**config.mk**
```make
export PLATFORM = sky130hd
export DESIGN_NAME = ahci_dma
export DESIGN_NICKNAME = d
export VERILOG_FILES = /design/src/ahci_dma_pkg.sv /design/src/ahci_dma.sv /design/src/ahci_dma_ct_store.sv /design/src/ahci_dma_prd_decode.sv /design/src/ahci_dma_rd_fifo.sv /design/src/ahci_dma_rd_seq.sv
export SDC_FILE = /design/constraint.sdc
export NUM_CORES = 2
export LEC_CHECK = 0
export ABC_AREA = 1
export BUFFER_PORTS_ARGS = -buffer_cell sky130_fd_sc_hd__buf_2
export CAP_MARGIN = 30
export CORE_MARGIN = 3
export CORE_UTILIZATION = 47
export CTS_CLUSTER_DIAMETER = 100
export DETAILED_ROUTE_END_ITERATION = 10
export PLACE_DENSITY_LB_ADDON = 0.25
export SYNTH_ARGS = -nofsm -noshare
export SYNTH_HDL_FRONTEND = slang
export SYNTH_SLANG_ARGS = --single-unit
```
**constraint.sdc**
```tcl
create_clock -name hclk -period 20.9 [get_ports hclk]
set_input_delay 5.225 -clock hclk [delete_from_list [all_inputs] [get_ports hclk]]
set_output_delay 5.225 -clock hclk [all_outputs]
set_load 0.05 [all_outputs]
```
**src/ahci_dma_pkg.sv**
```systemverilog
//////////////////////////////
// shared widths and table layout for the AHCI read DMA
// data addresses dword aligned, region lengths in whole dwords
// command table base must be 128-byte aligned
//////////////////////////////
package ahci_dma_pkg;

    // bus and stream widths
    localparam int addr_w  = 32;  // system address
    localparam int qword_w = 64;  // memory read data
    localparam int dword_w = 32;  // device side stream

    // command table and PRD table layout
    localparam int ct_dwords   = 32;   // dwords kept for readback
    localparam int ct_beats    = 16;   // 128 bytes as qwords
    localparam int prd_beats   = 2;    // one PRD entry
    localparam int prdt_offset = 128;  // PRD table follows the command FIS area
    localparam int prd_bytes   = 16;   // size of one entry

    // data bursts
    localparam int max_burst = 16;  // limited by 4-bit len

    // counters
    localparam int dbc_w   = 20;  // dword count field, minus one
    localparam int prdtl_w = 16;  // PRD entries per command

    // read FIFO
    localparam int fifo_depth = 8;                   // qword slots
    localparam int fifo_aw    = $clog2(fifo_depth);  // slot index bits

    // which burst owns the read data channel
    typedef enum logic [1:0] {
        rk_none,   // nothing outstanding
        rk_table,  // command table fetch
        rk_prd,    // one PRD entry
        rk_data    // data region burst
    } rd_kind_t;

endpackage

```
**src/ahci_dma.sv**
```systemverilog
//////////////////////////////
// AHCI command DMA, memory to device only
// one clock, one read burst outstanding at a time
// cmd_start ignored while cmd_busy
//////////////////////////////
`timescale 1ns/1ps

module ahci_dma
    import ahci_dma_pkg::*;
(
    input  logic               hclk,
    input  logic               hrst,          // sync, active high
    // command control
    input  logic               cmd_start,     // one-cycle pulse
    input  logic [addr_w-1:0]  ctba,          // command table base
    input  logic [prdtl_w-1:0] prdtl,         // PRD entry count
    output logic               cmd_busy,
    output logic               ct_busy,       // table fetch in progress
    output logic               cmd_done,
    output logic               prd_done,
    output logic               prd_irq,
    // command table readback
    input  logic               ct_re,
    input  logic [4:0]         ct_addr,       // dword address
    output logic [dword_w-1:0] ct_data,       // one cycle after ct_re
    // memory read address channel
    output logic               mem_ar_valid,
    input  logic               mem_ar_ready,
    output logic [addr_w-1:0]  mem_ar_addr,
    output logic [3:0]         mem_ar_len,    // beats minus one
    // memory read data channel
    input  logic [qword_w-1:0] mem_r_data,
    input  logic               mem_r_valid,
    input  logic               mem_r_last,
    output logic               mem_r_ready,
    // device stream
    output logic [dword_w-1:0] sys_out,
    output logic               sys_dav,
    input  logic               sys_re
);

    rd_kind_t           rd_kind;
    logic [3:0]         beat_idx;
    logic               beat_fire;
    logic [addr_w-1:0]  prd_addr;
    logic [dbc_w:0]     prd_dwords;
    logic               prd_irq_en;
    logic               prd_valid;
    logic               fifo_ready;
    logic               region_done;

    ahci_dma_rd_seq i_rd_seq (
        .hclk, .hrst, .cmd_start, .ctba, .prdtl,
        .mem_ar_ready, .mem_r_valid, .mem_r_last,
        .prd_addr, .prd_dwords, .prd_irq_en, .prd_valid,
        .fifo_ready, .region_done,
        .cmd_busy, .ct_busy, .cmd_done, .prd_done, .prd_irq,
        .mem_ar_valid, .mem_ar_addr, .mem_ar_len, .mem_r_ready,
        .rd_kind, .beat_idx, .beat_fire
    );

    ahci_dma_ct_store i_ct_store (
        .hclk, .hrst, .cmd_start, .rd_kind, .beat_idx, .beat_fire,
        .mem_r_data, .ct_re, .ct_addr, .ct_data
    );

    ahci_dma_prd_decode i_prd_decode (
        .hclk, .hrst, .rd_kind, .beat_idx, .beat_fire, .mem_r_data,
        .prd_addr, .prd_dwords, .prd_irq_en, .prd_valid
    );

    ahci_dma_rd_fifo i_rd_fifo (
        .hclk, .hrst, .rd_kind, .beat_fire, .mem_r_data,
        .prd_addr, .prd_dwords, .prd_valid, .sys_re,
        .fifo_ready, .region_done, .sys_out, .sys_dav
    );

endmodule

```
**src/ahci_dma_ct_store.sv**
```systemverilog
//////////////////////////////
// command table store, 32 dwords
// filled from table beats, low dword at even address
// readback registered, valid one cycle after ct_re
//////////////////////////////
`timescale 1ns/1ps

module ahci_dma_ct_store
    import ahci_dma_pkg::*;
(
    input  logic                 hclk,
    input  logic                 hrst,
    input  logic                 cmd_start,
    input  rd_kind_t             rd_kind,
    input  logic [3:0]           beat_idx,
    input  logic                 beat_fire,
    input  logic [qword_w-1:0]   mem_r_data,
    input  logic                 ct_re,
    input  logic [4:0]           ct_addr,
    output logic [dword_w-1:0]   ct_data
);

    logic [dword_w-1:0] ct_ram [ct_dwords];
    logic               ct_we;

    assign ct_we = beat_fire && (rd_kind == rk_table); // ignore PRD and data beats

    always_ff @(posedge hclk) begin
        if (ct_we) begin
            ct_ram[{beat_idx, 1'b0}] <= mem_r_data[dword_w-1:0];        // low half
            ct_ram[{beat_idx, 1'b1}] <= mem_r_data[qword_w-1:dword_w];  // high half
        end
    end

    // readback register, cleared for a new command unless a read is due
    always_ff @(posedge hclk) begin
        if (hrst) begin
            ct_data <= '0;
        end else if (ct_re) begin
            ct_data <= ct_ram[ct_addr];
        end else if (cmd_start) begin
            ct_data <= '0;
        end
    end

endmodule

```
**src/ahci_dma_prd_decode.sv**
```systemverilog
//////////////////////////////
// PRD entry decoder
// beat 0 low dword is the data address
// beat 1 high dword holds dbc and the interrupt bit
// outputs hold until the next entry is read
//////////////////////////////
`timescale 1ns/1ps

module ahci_dma_prd_decode
    import ahci_dma_pkg::*;
(
    input  logic               hclk,
    input  logic               hrst,
    input  rd_kind_t           rd_kind,
    input  logic [3:0]         beat_idx,
    input  logic               beat_fire,
    input  logic [qword_w-1:0] mem_r_data,
    output logic [addr_w-1:0]  prd_addr,
    output logic [dbc_w:0]     prd_dwords,   // dword count, one more than dbc
    output logic               prd_irq_en,
    output logic               prd_valid     // one cycle after beat 1
);

    logic              prd_fire;
    logic              beat0;
    logic              beat1;
    logic [dbc_w-1:0]  dbc;        // dwords minus one
    logic [dword_w-1:0] hi_dw;

    assign prd_fire = beat_fire && (rd_kind == rk_prd);
    assign beat0    = prd_fire && (beat_idx == 4'd0);
    assign beat1    = prd_fire && (beat_idx == 4'd1);
    assign hi_dw    = mem_r_data[qword_w-1:dword_w];
    assign dbc      = hi_dw[dbc_w+1:2];   // bits 21:2 of dword 3

    // entry fields
    always_ff @(posedge hclk) begin
        if (beat0) prd_addr <= mem_r_data[addr_w-1:0];
        if (beat1) begin
            prd_dwords <= (dbc_w+1)'(dbc) + 1'b1;
            prd_irq_en <= hi_dw[dword_w-1];      // bit 31, I flag
        end
    end

    always_ff @(posedge hclk) begin
        if (hrst) begin
            prd_valid <= 1'b0;
        end else begin
            prd_valid <= beat1;
        end
    end

endmodule

```
**src/ahci_dma_rd_fifo.sv**
```systemverilog
//////////////////////////////
// qword read FIFO with dword output for the device
// a region starts at the dword picked by address bit 2
// unused upper half of the last qword is dropped
// ready drops below two free slots
//////////////////////////////
`timescale 1ns/1ps

module ahci_dma_rd_fifo
    import ahci_dma_pkg::*;
(
    input  logic               hclk,
    input  logic               hrst,
    input  rd_kind_t           rd_kind,
    input  logic               beat_fire,
    input  logic [qword_w-1:0] mem_r_data,
    input  logic [addr_w-1:0]  prd_addr,
    input  logic [dbc_w:0]     prd_dwords,
    input  logic               prd_valid,
    input  logic               sys_re,
    output logic               fifo_ready,
    output logic               region_done,
    output logic [dword_w-1:0] sys_out,
    output logic               sys_dav
);

    logic [qword_w-1:0] fifo_mem [fifo_depth];
    logic [fifo_aw:0]   wr_ptr;     // extra bit tells full from empty
    logic [fifo_aw:0]   rd_ptr;
    logic [fifo_aw:0]   used;
    logic               half;       // 1 = upper dword of head qword
    logic [dbc_w:0]     dw_left;    // dwords still owed to the device
    logic               push;
    logic               pop_dw;
    logic               pop_qw;
    logic               last_dw;
    logic [qword_w-1:0] head;

    assign push       = beat_fire && (rd_kind == rk_data);
    assign used       = wr_ptr - rd_ptr;
    assign fifo_ready = (used <= (fifo_aw+1)'(fifo_depth - 2));
    assign head       = fifo_mem[rd_ptr[fifo_aw-1:0]];
    assign sys_out    = half ? head[qword_w-1:dword_w] : head[dword_w-1:0];
    assign sys_dav    = (used != '0) && (dw_left != '0);
    assign pop_dw     = sys_dav && sys_re;
    assign last_dw    = (dw_left == (dbc_w+1)'(1));
    assign pop_qw     = pop_dw && (half || last_dw); // release slot after high half or region end

    always_ff @(posedge hclk) begin
        if (push) fifo_mem[wr_ptr[fifo_aw-1:0]] <= mem_r_data;
    end

    always_ff @(posedge hclk) begin
        if (hrst) begin
            wr_ptr      <= '0;
            rd_ptr      <= '0;
            half        <= 1'b0;
            dw_left     <= '0;
            region_done <= 1'b0;
        end else begin
            region_done <= pop_dw && last_dw;     // one cycle after final dword
            if (push) wr_ptr <= wr_ptr + 1'b1;
            if (pop_qw) rd_ptr <= rd_ptr + 1'b1;
            if (prd_valid) begin
                dw_left <= prd_dwords;
                half    <= prd_addr[2];           // odd dword start
            end else if (pop_dw) begin
                dw_left <= dw_left - 1'b1;
                half    <= !half && !last_dw;
            end
        end
    end

endmodule

```
**src/ahci_dma_rd_seq.sv**
```systemverilog
//////////////////////////////
// read burst sequencer: table, then PRD, then region data
// only one burst on the bus, next issued after its last beat
// data bursts are full 16 beats except the region tail
//////////////////////////////
`timescale 1ns/1ps

module ahci_dma_rd_seq
    import ahci_dma_pkg::*;
(
    input  logic               hclk,
    input  logic               hrst,
    input  logic               cmd_start,
    input  logic [addr_w-1:0]  ctba,
    input  logic [prdtl_w-1:0] prdtl,
    input  logic               mem_ar_ready,
    input  logic               mem_r_valid,
    input  logic               mem_r_last,
    input  logic [addr_w-1:0]  prd_addr,
    input  logic [dbc_w:0]     prd_dwords,
    input  logic               prd_irq_en,
    input  logic               prd_valid,
    input  logic               fifo_ready,
    input  logic               region_done,
    output logic               cmd_busy,
    output logic               ct_busy,
    output logic               cmd_done,
    output logic               prd_done,
    output logic               prd_irq,
    output logic               mem_ar_valid,
    output logic [addr_w-1:0]  mem_ar_addr,
    output logic [3:0]         mem_ar_len,
    output logic               mem_r_ready,
    output rd_kind_t           rd_kind,
    output logic [3:0]         beat_idx,
    output logic               beat_fire
);

    logic [addr_w-1:0]  tbl_ptr;       // next PRD entry address
    logic [prdtl_w-1:0] prds_left;
    logic               last_prd;      // current region is the final one
    logic [dbc_w:0]     qw_left;       // qwords of region not yet requested
    logic [addr_w-1:0]  data_addr;     // qword aligned
    logic               prd_go;        // first PRD request after table
    logic               ct_zero_done;  // empty PRD table case
    logic               issue_prd;
    logic               issue_data;
    logic               start_ok;
    logic [dbc_w:0]     burst_qw;
    logic [dbc_w+1:0]   qw_sum;

    assign start_ok   = cmd_start && !cmd_busy;
    assign issue_prd  = prd_go || (region_done && !last_prd);
    assign issue_data = (rd_kind == rk_none) && (qw_left != '0);
    assign burst_qw   = (qw_left > (dbc_w+1)'(max_burst)) ? (dbc_w+1)'(max_burst) : qw_left;
    // leading odd dword costs one more qword
    assign qw_sum     = (dbc_w+2)'(prd_dwords) + (dbc_w+2)'(prd_addr[2]) + (dbc_w+2)'(1);

    // table and PRD reads always sink, data only with FIFO room
    assign mem_r_ready = (rd_kind == rk_table) || (rd_kind == rk_prd) ||
                         ((rd_kind == rk_data) && fifo_ready);
    assign beat_fire   = mem_r_valid && mem_r_ready;

    assign prd_done = region_done;
    assign prd_irq  = region_done && prd_irq_en;
    assign cmd_done = ct_zero_done || (region_done && last_prd);

    always_ff @(posedge hclk) begin
        if (hrst) begin
            cmd_busy     <= 1'b0;
            ct_busy      <= 1'b0;
            ct_zero_done <= 1'b0;
            prd_go       <= 1'b0;
            mem_ar_valid <= 1'b0;
            rd_kind      <= rk_none;
            beat_idx     <= '0;
            prds_left    <= '0;
            last_prd     <= 1'b0;
            qw_left      <= '0;
        end else begin
            ct_zero_done <= 1'b0;
            prd_go       <= 1'b0;
            if (mem_ar_valid && mem_ar_ready) mem_ar_valid <= 1'b0; // request taken
            if (beat_fire) begin
                beat_idx <= mem_r_last ? 4'd0 : beat_idx + 4'd1;
                if (mem_r_last) rd_kind <= rk_none;                 // burst complete
            end
            if (start_ok) begin
                cmd_busy     <= 1'b1;
                ct_busy      <= 1'b1;
                prds_left    <= prdtl;
                mem_ar_valid <= 1'b1;
                rd_kind      <= rk_table;
            end else if (cmd_done) begin
                cmd_busy <= 1'b0;
            end
            if (beat_fire && mem_r_last && (rd_kind == rk_table)) begin
                ct_busy      <= 1'b0;
                prd_go       <= (prds_left != '0);
                ct_zero_done <= (prds_left == '0);
            end
            if (issue_prd) begin
                mem_ar_valid <= 1'b1;
                rd_kind      <= rk_prd;
                prds_left    <= prds_left - 1'b1;
                last_prd     <= (prds_left == prdtl_w'(1));
            end else if (issue_data) begin
                mem_ar_valid <= 1'b1;
                rd_kind      <= rk_data;
            end
            if (prd_valid) qw_left <= qw_sum[dbc_w+1:1];
            else if (issue_data) qw_left <= qw_left - burst_qw;
        end
    end

    // request fields, only change while no request is pending
    always_ff @(posedge hclk) begin
        if (start_ok) begin
            mem_ar_addr <= ctba;
            mem_ar_len  <= 4'(ct_beats - 1);
            tbl_ptr     <= ctba + addr_w'(prdt_offset);
        end else if (issue_prd) begin
            mem_ar_addr <= tbl_ptr;
            mem_ar_len  <= 4'(prd_beats - 1);
            tbl_ptr     <= tbl_ptr + addr_w'(prd_bytes);
        end else if (issue_data) begin
            mem_ar_addr <= data_addr;
            mem_ar_len  <= 4'(burst_qw - 1'b1);
            data_addr   <= data_addr + addr_w'(max_burst * qword_w / 8);
        end
        if (prd_valid) data_addr <= {prd_addr[addr_w-1:3], 3'b000}; // round down to qword
    end

endmodule

```
==> results.json <==
{
  "fin_tns_setup_ps": 0,
  "dieHeight_um": 406,
  "yosys.area_share.simple_pct": 9.55,
  "cts_buffers": 183,
  "critPathKind": "flip-flop to primary output",
  "crit_buf_inv": 3,
  "wl_met1_mm": 85.9,
  "design_area_um2": 84300,
  "drt-initial-drc-count": 5814,
  "viasPerCell": 5.94,
  "routed-wl-met2_mm": 96.6,
  "p_leak_nw": 28.3,
  "hpwlAfterDp_mm": 112,
  "ys_seq_area_share_pct": 70.5,
  "synthTopCellsByCount": "edfxtp_1 (1681), nor2_1 (698), o21ai_0 (543), nand2_1 (452), nand3_1 (352)",
  "drive_above_1_share_pct": 11.4,
  "antenna_found_initial": 13,
  "drc_errors": 0,
  "yosys.area_share.adder_pct": 0.427,
  "finalWirelength_mm": 204,
  "cts.path.max_buffers": 3,
  "synth_top_cell_by_area": "edfxtp_1",
  "first_pass_iters": 5,
  "netlist_top_cells_area": "edfxtp_1 (67%), o21ai_0 (3.6%), nor2_1 (3.5%)",
  "syn_area_um2": 75000,
  "cts_num_sinks": 1801,
  "ys_seq_elements": 1801,
  "drv_cap": 0,
  "fmax_ghz": 0.108,
  "area_delta_synth_final_pct": 12.4,
  "min_path_type": "flip-flop to flip-flop",
  "yosysTopAreaCellShare_pct": 67.3,
  "synthCells": 5943,
  "stdcell_count": 8286,
  "cts_tree": "built",
  "die_x_um": 406,
  "clk_latency_ps": 830,
  "synth_top_family_by_area": "compound AO/OA/AOI/OAI gates",
  "pwr-share-seq_pct": 51.0,
  "port_buffers": 232,
  "path_delay_family": "buffers and inverters",
  "ctsRootBufferMaster": "clkbuf_16",
  "endpoint_kind": "primary output",
  "io_pins": 233,
  "start_util_pct": 47.6,
  "grt_overflow": 0,
  "row_count": 145,
  "layout_min_cycle_time_ps": 9300,
  "grt_pass1_wl_mm": 303,
  "synth-edff-count": 1681,
  "finalNetCount": 6217,
  "slowest_stage": "dfxtp_4",
  "dieArea_um2": 164000,
  "muxShareOfSynthArea_pct": 1.72,
  "cp.arrival_ps": 4070,
  "status": "finished clean",
  "synth_compound_area_share_pct": 12.9,
  "cts.repair.resized": 0,
  "grt.total_usage_pct": 24.5,
  "n_fill_cell": 13100,
  "critPathMaxFanout": 69,
  "ant_nets": 0,
  "ys_async_sr_fraction_pct": 0,
  "p_per_area_nw_per_um2": 94.8,
  "num_vias": 49200,
  "syn-num-nets": 6093,
  "coreArea_um2": 157000,
  "synth.most_common_cell": "edfxtp_1",
  "skew_ps": 41.0,
  "start_kind": "flip-flop",
  "ys_warn_count": 0,
  "place_area_um2": 78200,
  "hold_buffers": 0,
  "timing.final.setup_violations": 0,
  "place_congestion": 0.856,
  "tightest_slew_ps": 1410,
  "routedWlPerCell_um": 24.6,
  "hold_violations": 0,
  "worstPathCellList": "buf_4, buf_4, a21oi_1, o21ai_0, o21ai_0, o211ai_1, nand2_1, buf_2",
  "met3_length_mm": 15.8,
  "routed.top_layer": "met5",
  "slew_viol_final": 0,
  "syn_area_per_cell_um2": 12.6,
  "seqCellArea_um2": 52900,
  "grt_pass1_vias": 47300,
  "postCtsSetupBuffers": 0,
  "synthXorXnorAreaFrac_pct": 1.00,
  "slew_headroom_pct": 6.03,
  "htree_levels": 4,
  "clkPwrFrac_pct": 41.1,
  "ys_types": 60,
  "multi_input_area_um2": 19400,
  "p_int_mw": 6.09,
  "crit_required_ps": 15670,
  "ys.flop_type": "edfxtp_1",
  "max-vdd-ir-drop_mv": 0.0959,
  "fin_util_pct": 53.5,
  "rsz0062_at_grt": "no",
  "fin_crit_sh_pct": 44.5,
  "dp.cells": 7939,
  "p_comb_share_pct": 7.9,
  "p_switching_mw": 1.91,
  "swShare_pct": 23.9,
  "total_power_mw": 8.00,
  "grt_max_degree": 241,
  "path_clk_slew_ps": 60,
  "cpPeakStageDelay_ps": 730
}
[worst register-to-register path, stage by stage, from the launching register on]
cell	delay, ps
dfxtp_1	460
ha_1	320
a21oi_1	170
nand2_1	90
xnor2_1	200
o311ai_1	200
nand2_1	180
nand3_2	210
inv_1	210
nand2_1	250
nor2_4	770
buf_4	740
[per-layer routing]
metal	vias up	global-route usage, %
met1	24700	34.2
met2	1960	39.7
met3	302	3.87
met5	-	0
li1	22200	-
met4	2	7.46
[cell usage in the layout, fill, tap and decap left out, types with 16 or more instances in the layout]
cell type / synthesis / final
ha_1: 24 / 24
dfxtp_1: 120 / 115
nor2_4: 6 / 32
buf_2: 103 / 227
inv_1: 332 / 326
clkinv_2: 2 / 29
xor2_1: 61 / 61
edfxtp_1: 1681 / 1681
o21bai_1: 257 / 257
clkbuf_16: 0 / 186
nor3_1: 36 / 35
clkinv_1: 0 / 37
bufinv_16: 0 / 19
inv_2: 13 / 16
nand4_1: 30 / 30
xnor2_1: 25 / 25
nor2_2: 15 / 16
buf_4: 8 / 68
clkbuf_1: 224 / 38
nand2_1: 452 / 452
o21ai_0: 543 / 542
mux2i_1: 129 / 129
o221ai_1: 258 / 258
a31oi_1: 20 / 20
nor2_1: 698 / 671
o211ai_1: 134 / 134
nand3_1: 352 / 352
a21oi_1: 283 / 282
[through the flow]
step / worst slack (ps) / hold WS [ps]
2_1_floorplan: 10370 / 448
3_3_place_gp: 12350 / 466
3_5_place_dp: 12240 / 461
4_1_cts: 11540 / 476
5_1_grt: 11290 / 495
6_report: 11600 / 474
[logic make-up after synthesis]
logic type                 Yosys count
DFF                               1801
and+or+nand+nor                   1653
AOI/OAI and AO/OA                 1527
buffers and inverters              721
muxes                              129
xor gates and xnor gates            86
adders and majority gates           25
other                                1
[power by group through the flow]
| stage | sequential (mW) | clock [mW] | combinational, mW |
|---|---|---|---|
| floorplan | 4.21 | 0 | 0.341 |
| CTS | 4.08 | 3.33 | 0.632 |
| global route | 4.08 | 3.48 | 0.694 |
| detailed placement | 4.15 | 0 | 0.629 |
| finish | 4.08 | 3.29 | 0.633 |
| global placement | 4.15 | 0 | 0.613 |
[worst paths after layout]
kind	startpoint	end	slack (ps)	cells after the start
worst max register to register	i_rd_fifo.wr_ptr[2]	i_rd_fifo.fifo_mem[2][14]	16600	11
worst min-delay path	i_ct_store.ct_data[12]	i_ct_store.ct_data[12]	470	2
worst max-delay path	flip-flop	sys_out[30]	11600	8
worst min register to register	i_ct_store.ct_data[12]	i_ct_store.ct_data[12]	470	2
[layout make-up]
| class | instances | area share [%] |
|---|---|---|
| inverters | 348 | 1.58 |
| well taps | 2058 | 3.05 |
| clock inverters | 108 | 1.36 |
| flip-flops and latches | 1801 | 62.7 |
| diodes | 7 | 0.0208 |
| clock buffers | 231 | 5.79 |
| multi-input cells | 3421 | 23.1 |
| repair buffers | 312 | 2.38 |
[flip-flops by register name, indices dropped and copies added, names as in the netlist, 2 cells and up, named ones only]
register	cells
i_ct_store.ct_data	32
i_ct_store.ct_ram	1024
i_prd_decode.prd_addr	30
i_prd_decode.prd_dwords	21
i_rd_fifo.dw_left	21
i_rd_fifo.fifo_mem	512
i_rd_fifo.rd_ptr	4
i_rd_fifo.wr_ptr	4
i_rd_seq.beat_idx	4
i_rd_seq.data_addr	29
i_rd_seq.mem_ar_addr	32
i_rd_seq.mem_ar_len	4
i_rd_seq.prds_left	16
i_rd_seq.qw_left	21
i_rd_seq.rd_kind	2
i_rd_seq.tbl_ptr	32
Power figures use the tool's default switching activity.
